$ cat config.mk
export PLATFORM = sky130hd
export DESIGN_NAME = vst_top
export DESIGN_NICKNAME = d
export VERILOG_FILES = /design/src/vst_pkg.sv /design/src/vst_burst_if.sv /design/src/vst_insn_queue.sv /design/src/vst_addrgen.sv /design/src/vst_beat_packer.sv /design/src/vst_top.sv
export SDC_FILE = /design/constraint.sdc
export NUM_CORES = 1
export LEC_CHECK = 0
export ABC_CLOCK_PERIOD_IN_PS = 7900
export BUFFER_PORTS_ARGS = -buffer_cell sky130_fd_sc_hd__buf_2
export CAP_MARGIN = 20
export CORE_AREA = 2 2 180 226
export CTS_CLUSTER_DIAMETER = 200
export DETAILED_ROUTE_END_ITERATION = 10
export DIE_AREA = 0 0 182 228
export PLACE_DENSITY_LB_ADDON = 0.1
export SLEW_MARGIN = 20
export SYNTH_ARGS = -nofsm -noshare
export SYNTH_HDL_FRONTEND = slang
export SYNTH_SLANG_ARGS = --single-unit
$ cat constraint.sdc
create_clock -name clk_i -period 7.9 [get_ports clk_i]
set_input_delay 0.79 -clock clk_i [delete_from_list [all_inputs] [get_ports clk_i]]
set_output_delay 0.79 -clock clk_i [all_outputs]
set_load 0.02 [all_outputs]
$ cat src/vst_pkg.sv
package vst_pkg;

  // Datapath geometry
  localparam int unsigned NrLanes      = 2;
  localparam int unsigned ElenBits     = 64;
  localparam int unsigned LaneBytes    = ElenBits / 8;
  localparam int unsigned BeatBytes    = NrLanes * LaneBytes;
  localparam int unsigned BeatIdxWidth = $clog2(BeatBytes);

  // Burst shape on AW and W
  localparam int unsigned MaxBurstBeats = 4;
  localparam int unsigned BurstBytes    = BeatBytes * MaxBurstBeats;
  localparam int unsigned LenWidth      = 8;

  // Instruction queue and id space
  localparam int unsigned InsnQueueDepth = 4;
  localparam int unsigned QPtrWidth      = $clog2(InsnQueueDepth);
  localparam int unsigned QCntWidth      = QPtrWidth + 1;
  localparam int unsigned NrVInsn        = 8;

  // Address and length fields
  localparam int unsigned AddrWidth     = 32;
  localparam int unsigned VlWidth       = 9;
  // Byte count of the widest store, vl of EW64 elements
  localparam int unsigned ByteCntWidth  = VlWidth + 3;
  localparam int unsigned BeatCntWidth  = ByteCntWidth - BeatIdxWidth + 1;
  localparam int unsigned BurstCntWidth = ByteCntWidth - $clog2(BurstBytes) + 1;

  // Element width, value is the byte shift
  typedef enum logic [1:0] {
    EW8  = 2'd0,
    EW16 = 2'd1,
    EW32 = 2'd2,
    EW64 = 2'd3
  } ew_e;

  typedef logic [$clog2(NrVInsn)-1:0] insn_id_t;

  // Store instruction, vm set means unmasked
  typedef struct packed {
    insn_id_t             id;
    logic [AddrWidth-1:0] addr;
    logic [VlWidth-1:0]   vl;
    ew_e                  ew;
    logic                 vm;
  } vst_insn_t;

  // Total bytes written by one instruction
  function automatic logic [ByteCntWidth-1:0] store_bytes(vst_insn_t insn);
    return ByteCntWidth'(insn.vl) << insn.ew;
  endfunction

  // Bursts of up to BurstBytes needed for one instruction
  function automatic logic [BurstCntWidth-1:0] nr_bursts(vst_insn_t insn);
    logic [ByteCntWidth:0] bytes_rnd;
    bytes_rnd = {1'b0, store_bytes(insn)} + (ByteCntWidth + 1)'(BurstBytes - 1);
    return BurstCntWidth'(bytes_rnd >> $clog2(BurstBytes));
  endfunction

  // Sequential beat byte to lane byte, element e sits in lane e mod NrLanes
  function automatic logic [BeatIdxWidth-1:0] shuffle_index(logic [BeatIdxWidth-1:0] seq_byte,
                                                            ew_e ew);
    int unsigned elem;
    int unsigned lane;
    int unsigned offset;
    elem   = int'(seq_byte) >> ew;
    lane   = elem % NrLanes;
    offset = ((elem / NrLanes) << ew) + (int'(seq_byte) & ((1 << ew) - 1));
    return BeatIdxWidth'(lane * LaneBytes + offset);
  endfunction

endpackage

$ cat src/vst_burst_if.sv
interface vst_burst_if import vst_pkg::*; ();

  // AXI style length of the burst, beats minus one
  logic [LenWidth-1:0] len;
  // Final burst of its instruction
  logic                last;
  logic                valid;
  logic                ready;

  // Producer side, pushed together with the AW handshake
  modport addrgen (
    output len,
    output last,
    output valid,
    input  ready
  );

  // Consumer side, popped on the last W beat of the burst
  modport packer (
    input  len,
    input  last,
    input  valid,
    output ready
  );

endinterface

$ cat src/vst_insn_queue.sv
module vst_insn_queue import vst_pkg::*; (
  input  logic      clk_i,
  input  logic      rst_ni,
  // Instruction input, four-phase req/ack
  input  logic      insn_req_i,
  input  vst_insn_t insn_i,
  output logic      insn_ack_o,
  // Oldest instruction not yet issued
  output vst_insn_t issue_insn_o,
  output logic      issue_valid_o,
  input  logic      issue_done_i,
  // B channel
  input  logic      b_valid_i,
  output logic      b_ready_o,
  // Completion report
  output logic      done_o,
  output insn_id_t  done_id_o,
  output logic      store_pending_o
);

  // Instruction storage
  vst_insn_t queue_q [InsnQueueDepth];

  // Accept, issue and commit pointers
  logic [QPtrWidth-1:0] accept_pnt_q;
  logic [QPtrWidth-1:0] issue_pnt_q;
  logic [QPtrWidth-1:0] commit_pnt_q;

  // Entries waiting to be issued and waiting for their B responses
  logic [QCntWidth-1:0] issue_cnt_q;
  logic [QCntWidth-1:0] commit_cnt_q;

  // B responses collected for the commit entry
  logic [BurstCntWidth-1:0] b_cnt_q;

  // One bit per id, set from accept until done
  logic [NrVInsn-1:0] running_q;
  logic [NrVInsn-1:0] running_set;
  logic [NrVInsn-1:0] running_clr;

  logic      ack_q;
  logic      done_q;
  insn_id_t  done_id_q;
  vst_insn_t commit_insn;
  logic      full;
  logic      accept;
  logic      b_hs;
  logic      commit;

  assign full        = (commit_cnt_q == QCntWidth'(InsnQueueDepth));
  assign commit_insn = queue_q[commit_pnt_q];

  // Take a request only while ack is low, with room and a free id
  assign accept = insn_req_i && !ack_q && !full && !running_q[insn_i.id];

  // Any entry past issue can receive B
  assign b_ready_o = (commit_cnt_q != '0);
  assign b_hs      = b_valid_i && b_ready_o;

  // Last B of the commit entry retires it
  assign commit = b_hs && (BurstCntWidth'(b_cnt_q + 1'b1) == nr_bursts(commit_insn));

  assign running_set = accept ? (NrVInsn'(1) << insn_i.id) : '0;
  assign running_clr = commit ? (NrVInsn'(1) << commit_insn.id) : '0;

  assign issue_insn_o    = queue_q[issue_pnt_q];
  assign issue_valid_o   = (issue_cnt_q != '0);
  assign insn_ack_o      = ack_q;
  assign done_o          = done_q;
  assign done_id_o       = done_id_q;
  assign store_pending_o = (commit_cnt_q != '0);

  always_ff @(posedge clk_i or negedge rst_ni) begin
    if (!rst_ni) begin
      accept_pnt_q <= '0;
      issue_pnt_q  <= '0;
      commit_pnt_q <= '0;
      issue_cnt_q  <= '0;
      commit_cnt_q <= '0;
      b_cnt_q      <= '0;
      running_q    <= '0;
      ack_q        <= 1'b0;
      done_q       <= 1'b0;
    end else begin
      // Pointers wrap naturally, depth is a power of two
      if (accept) begin
        accept_pnt_q <= accept_pnt_q + 1'b1;
      end
      if (issue_done_i) begin
        issue_pnt_q <= issue_pnt_q + 1'b1;
      end
      if (commit) begin
        commit_pnt_q <= commit_pnt_q + 1'b1;
      end
      issue_cnt_q  <= issue_cnt_q + QCntWidth'(accept) - QCntWidth'(issue_done_i);
      commit_cnt_q <= commit_cnt_q + QCntWidth'(accept) - QCntWidth'(commit);
      if (b_hs) begin
        b_cnt_q <= commit ? '0 : b_cnt_q + 1'b1;
      end
      running_q <= (running_q & ~running_clr) | running_set;
      // Ack rises after accept, falls once req is gone
      if (accept) begin
        ack_q <= 1'b1;
      end else if (!insn_req_i) begin
        ack_q <= 1'b0;
      end
      done_q <= commit;
    end
  end

  always_ff @(posedge clk_i) begin
    if (accept) begin
      queue_q[accept_pnt_q] <= insn_i;
    end
    if (commit) begin
      done_id_q <= commit_insn.id;
    end
  end

endmodule

$ cat src/vst_addrgen.sv
module vst_addrgen import vst_pkg::*; (
  input  logic                 clk_i,
  input  logic                 rst_ni,
  // Issue entry of the queue
  input  vst_insn_t            issue_insn_i,
  input  logic                 issue_valid_i,
  // AW channel
  output logic [AddrWidth-1:0] aw_addr_o,
  output logic [LenWidth-1:0]  aw_len_o,
  output logic                 aw_valid_o,
  input  logic                 aw_ready_i,
  // Descriptor towards the packer
  vst_burst_if.addrgen         burst
);

  // Walk state of the current instruction
  logic                    running_q;
  logic [AddrWidth-1:0]    addr_q;
  logic [BeatCntWidth-1:0] beats_left_q;

  // Set after the final burst until the issue entry moves on
  logic     wait_q;
  insn_id_t last_id_q;

  // Descriptor held for the packer
  logic                desc_valid_q;
  logic [LenWidth-1:0] desc_len_q;
  logic                desc_last_q;

  logic [ByteCntWidth:0]   bytes_rnd;
  logic [BeatCntWidth-1:0] beats_total;
  logic [BeatCntWidth-1:0] burst_beats;
  logic                    final_burst;
  logic                    start;
  logic                    aw_hs;

  // Beats of the issue entry, rounded up to whole beats
  assign bytes_rnd   = {1'b0, store_bytes(issue_insn_i)} + (ByteCntWidth + 1)'(BeatBytes - 1);
  assign beats_total = BeatCntWidth'(bytes_rnd >> BeatIdxWidth);

  // Same id still at issue means the old entry has not retired yet
  assign start = !running_q && issue_valid_i && !(wait_q && issue_insn_i.id == last_id_q);

  assign final_burst = (beats_left_q <= BeatCntWidth'(MaxBurstBeats));
  assign burst_beats = final_burst ? beats_left_q : BeatCntWidth'(MaxBurstBeats);

  // Next AW waits until the packer pops the previous descriptor
  assign aw_valid_o = running_q && !desc_valid_q;
  assign aw_addr_o  = addr_q;
  assign aw_len_o   = LenWidth'(burst_beats - 1'b1);
  assign aw_hs      = aw_valid_o && aw_ready_i;

  assign burst.valid = desc_valid_q;
  assign burst.len   = desc_len_q;
  assign burst.last  = desc_last_q;

  always_ff @(posedge clk_i or negedge rst_ni) begin
    if (!rst_ni) begin
      running_q    <= 1'b0;
      wait_q       <= 1'b0;
      desc_valid_q <= 1'b0;
    end else begin
      if (start) begin
        running_q <= 1'b1;
      end else if (aw_hs && final_burst) begin
        running_q <= 1'b0;
      end
      if (start || !issue_valid_i) begin
        wait_q <= 1'b0;
      end else if (aw_hs && final_burst) begin
        wait_q <= 1'b1;
      end
      // Push with AW, pop on the last W beat
      if (aw_hs) begin
        desc_valid_q <= 1'b1;
      end else if (burst.ready) begin
        desc_valid_q <= 1'b0;
      end
    end
  end

  always_ff @(posedge clk_i) begin
    if (start) begin
      addr_q       <= issue_insn_i.addr;
      beats_left_q <= beats_total;
      last_id_q    <= issue_insn_i.id;
    end else if (aw_hs) begin
      addr_q       <= addr_q + AddrWidth'(BurstBytes);
      beats_left_q <= beats_left_q - burst_beats;
    end
    if (aw_hs) begin
      desc_len_q  <= aw_len_o;
      desc_last_q <= final_burst;
    end
  end

endmodule

$ cat src/vst_beat_packer.sv
module vst_beat_packer import vst_pkg::*; (
  input  logic                                clk_i,
  input  logic                                rst_ni,
  // Issue entry of the queue
  input  vst_insn_t                           issue_insn_i,
  input  logic                                issue_valid_i,
  output logic                                issue_done_o,
  // Descriptor from the address generator
  vst_burst_if.packer                         burst,
  // Lane operands with the mask that travels with each word
  input  logic [NrLanes-1:0][ElenBits-1:0]    operand_i,
  input  logic [BeatBytes-1:0]                mask_i,
  input  logic                                operand_valid_i,
  output logic                                operand_ready_o,
  // W channel
  output logic [BeatBytes*8-1:0]              w_data_o,
  output logic [BeatBytes-1:0]                w_strb_o,
  output logic                                w_last_o,
  output logic                                w_valid_o,
  input  logic                                w_ready_i
);

  // Beat index inside the current burst
  logic [LenWidth-1:0] beat_q;

  // Bytes already sent for the issue entry
  logic [ByteCntWidth-1:0] byte_pnt_q;
  logic [ByteCntWidth-1:0] bytes_left;

  // Lane words flattened with lane 0 in the low bytes
  logic [BeatBytes*8-1:0] operand_flat;

  // Lane byte feeding each sequential beat byte
  logic [BeatBytes-1:0][BeatIdxWidth-1:0] lane_byte;

  logic w_hs;

  assign operand_flat = operand_i;
  assign bytes_left   = store_bytes(issue_insn_i) - byte_pnt_q;

  // Gather bytes back into memory order
  for (genvar b = 0; b < BeatBytes; b++) begin : gen_beat_bytes
    assign lane_byte[b] = shuffle_index(BeatIdxWidth'(b), issue_insn_i.ew);
    assign w_data_o[8*b +: 8] = operand_flat[8*lane_byte[b] +: 8];
    // Tail bytes past the instruction end stay disabled
    assign w_strb_o[b] = (ByteCntWidth'(b) < bytes_left) &&
                         (issue_insn_i.vm || mask_i[lane_byte[b]]);
  end

  // A beat needs both an operand word and an open burst
  assign w_valid_o = operand_valid_i && burst.valid && issue_valid_i;
  // Last marks only a presented beat
  assign w_last_o  = w_valid_o && (beat_q == burst.len);
  assign w_hs      = w_valid_o && w_ready_i;

  // W back-pressure holds the operand word in place
  assign operand_ready_o = w_hs;

  // Last beat of a burst frees the descriptor
  assign burst.ready = w_hs && w_last_o;

  // Last beat of the final burst ends the issue phase
  assign issue_done_o = w_hs && w_last_o && burst.last;

  always_ff @(posedge clk_i or negedge rst_ni) begin
    if (!rst_ni) begin
      beat_q     <= '0;
      byte_pnt_q <= '0;
    end else if (w_hs) begin
      if (w_last_o) begin
        beat_q <= '0;
      end else begin
        beat_q <= beat_q + 1'b1;
      end
      // Restart the byte count for the next entry
      if (issue_done_o) begin
        byte_pnt_q <= '0;
      end else begin
        byte_pnt_q <= byte_pnt_q + ByteCntWidth'(BeatBytes);
      end
    end
  end

endmodule

$ cat src/vst_top.sv
module vst_top import vst_pkg::*; (
  input  logic                             clk_i,
  input  logic                             rst_ni,
  // Instruction input
  input  logic                             insn_req_i,
  input  vst_insn_t                        insn_i,
  output logic                             insn_ack_o,
  // AW channel
  output logic [AddrWidth-1:0]             aw_addr_o,
  output logic [LenWidth-1:0]              aw_len_o,
  output logic                             aw_valid_o,
  input  logic                             aw_ready_i,
  // W channel
  output logic [BeatBytes*8-1:0]           w_data_o,
  output logic [BeatBytes-1:0]             w_strb_o,
  output logic                             w_last_o,
  output logic                             w_valid_o,
  input  logic                             w_ready_i,
  // B channel
  input  logic                             b_valid_i,
  output logic                             b_ready_o,
  // Lane operands
  input  logic [NrLanes-1:0][ElenBits-1:0] operand_i,
  input  logic [BeatBytes-1:0]             mask_i,
  input  logic                             operand_valid_i,
  output logic                             operand_ready_o,
  // Status
  output logic                             done_o,
  output insn_id_t                         done_id_o,
  output logic                             store_pending_o
);

  // Issue entry shared by the generator and the packer
  vst_insn_t issue_insn;
  logic      issue_valid;
  logic      issue_done;

  // One descriptor in flight between AW and W
  vst_burst_if i_burst_if ();

  vst_insn_queue i_insn_queue (
    .clk_i,
    .rst_ni,
    .insn_req_i,
    .insn_i,
    .insn_ack_o,
    .issue_insn_o  (issue_insn),
    .issue_valid_o (issue_valid),
    .issue_done_i  (issue_done),
    .b_valid_i,
    .b_ready_o,
    .done_o,
    .done_id_o,
    .store_pending_o
  );

  vst_addrgen i_addrgen (
    .clk_i,
    .rst_ni,
    .issue_insn_i  (issue_insn),
    .issue_valid_i (issue_valid),
    .aw_addr_o,
    .aw_len_o,
    .aw_valid_o,
    .aw_ready_i,
    .burst         (i_burst_if.addrgen)
  );

  vst_beat_packer i_beat_packer (
    .clk_i,
    .rst_ni,
    .issue_insn_i  (issue_insn),
    .issue_valid_i (issue_valid),
    .issue_done_o  (issue_done),
    .burst         (i_burst_if.packer),
    .operand_i,
    .mask_i,
    .operand_valid_i,
    .operand_ready_o,
    .w_data_o,
    .w_strb_o,
    .w_last_o,
    .w_valid_o,
    .w_ready_i
  );

endmodule

==> flow_metrics.env <==
export IMPL_rr_endpoint="i_insn_queue.commit_cnt_q[2]$_DFF_PN0_"
export IMPL_place_ws_ns=1.94
export IMPL_initial_core_util_pct=57.0
export IMPL_worstSetupEndpointType="output pin"
export IMPL_fin_skew_ns=0.0154
export IMPL_final_cells=2727
export IMPL_nets=2431
export IMPL_drc_errors=0
export IMPL_r2r_start="i_insn_queue.commit_pnt_q[0]$_DFFE_PN0P_"
export IMPL_cp_start_kind="flip-flop"
export IMPL_num_fill_cells=3132
export IMPL_syn2layout_area_growth_pct=13.2
export IMPL_coreArea_um2=39600
export IMPL_powerDensity_nw_per_um2=253
export IMPL_cts_hold_buf=0
export IMPL_drive_gt1_share_pct=35.3
export IMPL_netlist_area_um2=22600
export IMPL_dpl_hpwl_mm=47.6
export IMPL_io_pins=393
export IMPL_ys_types=69
export IMPL_fmax_mhz=153
export IMPL_hp_class="in2async"
export IMPL_synth_cells=1916
export IMPL_grt_use_total_pct=33.3
export IMPL_gp_congestion=0.948
export IMPL_ys_async_sr_fraction_pct=16.4
export IMPL_io_buffers=392
export IMPL_cts_setup_buffers=0
export IMPL_clock_latency_ns=0.54
export IMPL_cts_buffers=25
export IMPL_holdWs_ns=0.360
export IMPL_die_w_um=182
export IMPL_tightest_slew_ns=1.18
export IMPL_vias=18600
export IMPL_synth_edff_count=244
export IMPL_cts_root_buffer="clkbuf_16"
export IMPL_ff2ff_path_depth=15
export IMPL_layout_commonest_cell="buf_2"
export IMPL_fin_tns_setup_ns=0
export IMPL_syn_avg_cell_area_um2=11.8
export IMPL_post_cts_resized=0
export IMPL_setup_viol=0
export IMPL_clock_sinks=292
export IMPL_yosysWarnings=0
export IMPL_tritoncts="done"
export IMPL_critical_path_class="reg2out"
export IMPL_finalPower_uw=6470
export IMPL_die_y_um=228
export IMPL_synth_seq_cells=292
export IMPL_dr_pass1_iters=8
export IMPL_drtAntennaViolNets=0
export IMPL_period_minus_slack_ns=6.52
export IMPL_vias_per_cell=6.80
export IMPL_rsz0062_at_grt="false"
export IMPL_grt_pass1_vias=18500
export IMPL_outcome="complete, no violations"
export IMPL_grt_remaining_overflow=0
export IMPL_drv_slew=0
export IMPL_placed_cells=2674
export IMPL_critPathLaunch="i_insn_queue.issue_pnt_q[1]$_DFFE_PN0P_"
export IMPL_drt_wl_total_mm=69.9
export IMPL_grt_start_max_net_pins=71
export IMPL_path_clk_slew_ns=0.07
export IMPL_vdd_ir_drop_max_mv=0.250
export IMPL_drt_iter0_markers=1822
export IMPL_rrSetupSlack_ns=3.12
export IMPL_clk_path_buf_depth=3
export IMPL_die_area_um2=41500
export IMPL_htree_num_levels=1
export IMPL_required_ns=7.11
export IMPL_maxCapViolations=0
export IMPL_num_rows=82
export IMPL_grt_pass1_wl_mm=107
export IMPL_path_max_fanout=47
export IMPL_synthFlopType="edfxtp_1"
export IMPL_arrival_ns=5.73
export IMPL_ys_seq_area_share_pct=37.8
export IMPL_wl_per_cell_um=25.6
export IMPL_final_cell_mix="392 x buf_2, 251 x mux4_2, 244 x edfxtp_1"
export IMPL_fin_crit_sh_pct=82.5
export IMPL_post_route_worst_setup_slack_ns=1.38
export IMPL_antenna_found_initial=15
export IMPL_max_slew_margin_pct=21.3
export IMPL_leakagePower_uw=0.00946
export IMPL_hold_violations=0
## layer usage
metal	wire length, um	global-route usage (%)	part of all wire, %
met2	35300	56.9	51
met4	4270	20.1	6.1
met3	6760	7.09	9.7
met1	23400	38.4	34
met5	93	0	0.13
## flip-flops by register name, summed over array words and instances (netlist names)
name / cells
i_insn_queue.queue_q: 188
i_addrgen.aw_addr_o: 32
i_addrgen.beats_left_q: 9
i_addrgen.burst.len: 8
i_beat_packer.beat_q: 8
i_beat_packer.byte_pnt_q: 8
i_insn_queue.running_q: 8
i_insn_queue.b_cnt_q: 7
i_addrgen.last_id_q: 3
i_insn_queue.commit_cnt_q: 3
i_insn_queue.done_id_o: 3
i_insn_queue.issue_cnt_q: 3
i_insn_queue.accept_pnt_q: 2
i_insn_queue.commit_pnt_q: 2
i_insn_queue.issue_pnt_q: 2
i_addrgen.burst.last: 1
i_addrgen.burst.valid: 1
i_addrgen.running_q: 1
i_addrgen.wait_q: 1
i_insn_queue.done_o: 1
i_insn_queue.insn_ack_o: 1
## power by group
group	internal, uW	switching [uW]
Sequential	1960	172
Combinational	1310	1890
Clock	586	544
## cell type report
type	count	area, um2	share of cell area [%]
repair buffers	425	2210	8.65
flip-flops and latches	292	8530	33.4
inverters	49	186	0.729
clock inverters	14	85.1	0.333
well taps	504	631	2.47
diodes	9	22.5	0.0881
multi-input cells	1404	13200	51.8
clock buffers	30	644	2.52
## cells by family (layout without fill, tap and decap cells)
logic type / Yosys count / after routing / synth area share [%]
other cells: 2 / 15 / 0.0333
xor+xnor: 83 / 83 / 3.28
compound gates: 325 / 325 / 9.07
fa+ha+maj: 36 / 36 / 2.10
simple gates: 551 / 551 / 11.0
flops: 292 / 292 / 37.8
buf+inv: 224 / 518 / 4.11
mux: 403 / 403 / 32.6
## cell usage after synthesis (all sizes together) (13+ instances only)
cell / number / area [um2]
nor4: 15 / 109
a31oi: 23 / 150
edfxtp: 244 / 7330
a311oi: 18 / 158
mux4: 260 / 5890
xnor2: 52 / 455
nand3: 22 / 110
xor2: 30 / 263
a211oi: 55 / 418
mux2: 32 / 360
and3: 15 / 93.8
mux2i: 111 / 1120
clkbuf: 106 / 398
nand4: 13 / 81.3
dfrtp: 48 / 1200
nor3: 19 / 95.1
buf: 69 / 345
nor2: 147 / 552
nand2: 239 / 897
ha: 33 / 413
and2: 29 / 181
a21oi: 136 / 684
nor2b: 15 / 93.8
inv: 48 / 180
o21ai: 49 / 245
## critical path: stages (launching register included)
cell	delay (ns)
dfrtp_2	0.36
buf_4	0.57
mux4_2	0.70
inv_1	0.29
ha_1	0.19
buf_4	0.41
nor2b_4	0.91
nand2_1	0.83
mux4_2	0.74
buf_2	0.18
## worst max path at each step
stage                    endpoint  slack (ns)
floorplan            w_strb_o[15]        1.59
global placement     w_data_o[84]        2.07
detailed placement   w_data_o[84]        1.94
CTS                  w_data_o[84]        1.34
global route         w_data_o[84]        0.99
finish              w_data_o[110]        1.38
## stage by stage
step / util [%] / cell area [um2]
2_1_floorplan: - / 22600
3_3_place_gp: 62.6 / 24800
3_5_place_dp: 62.6 / 24800
4_1_cts: 64.5 / 25500
5_1_grt: 64.5 / 25600
6_report: 64.5 / 25600
Power figures use the tool's default switching activity.
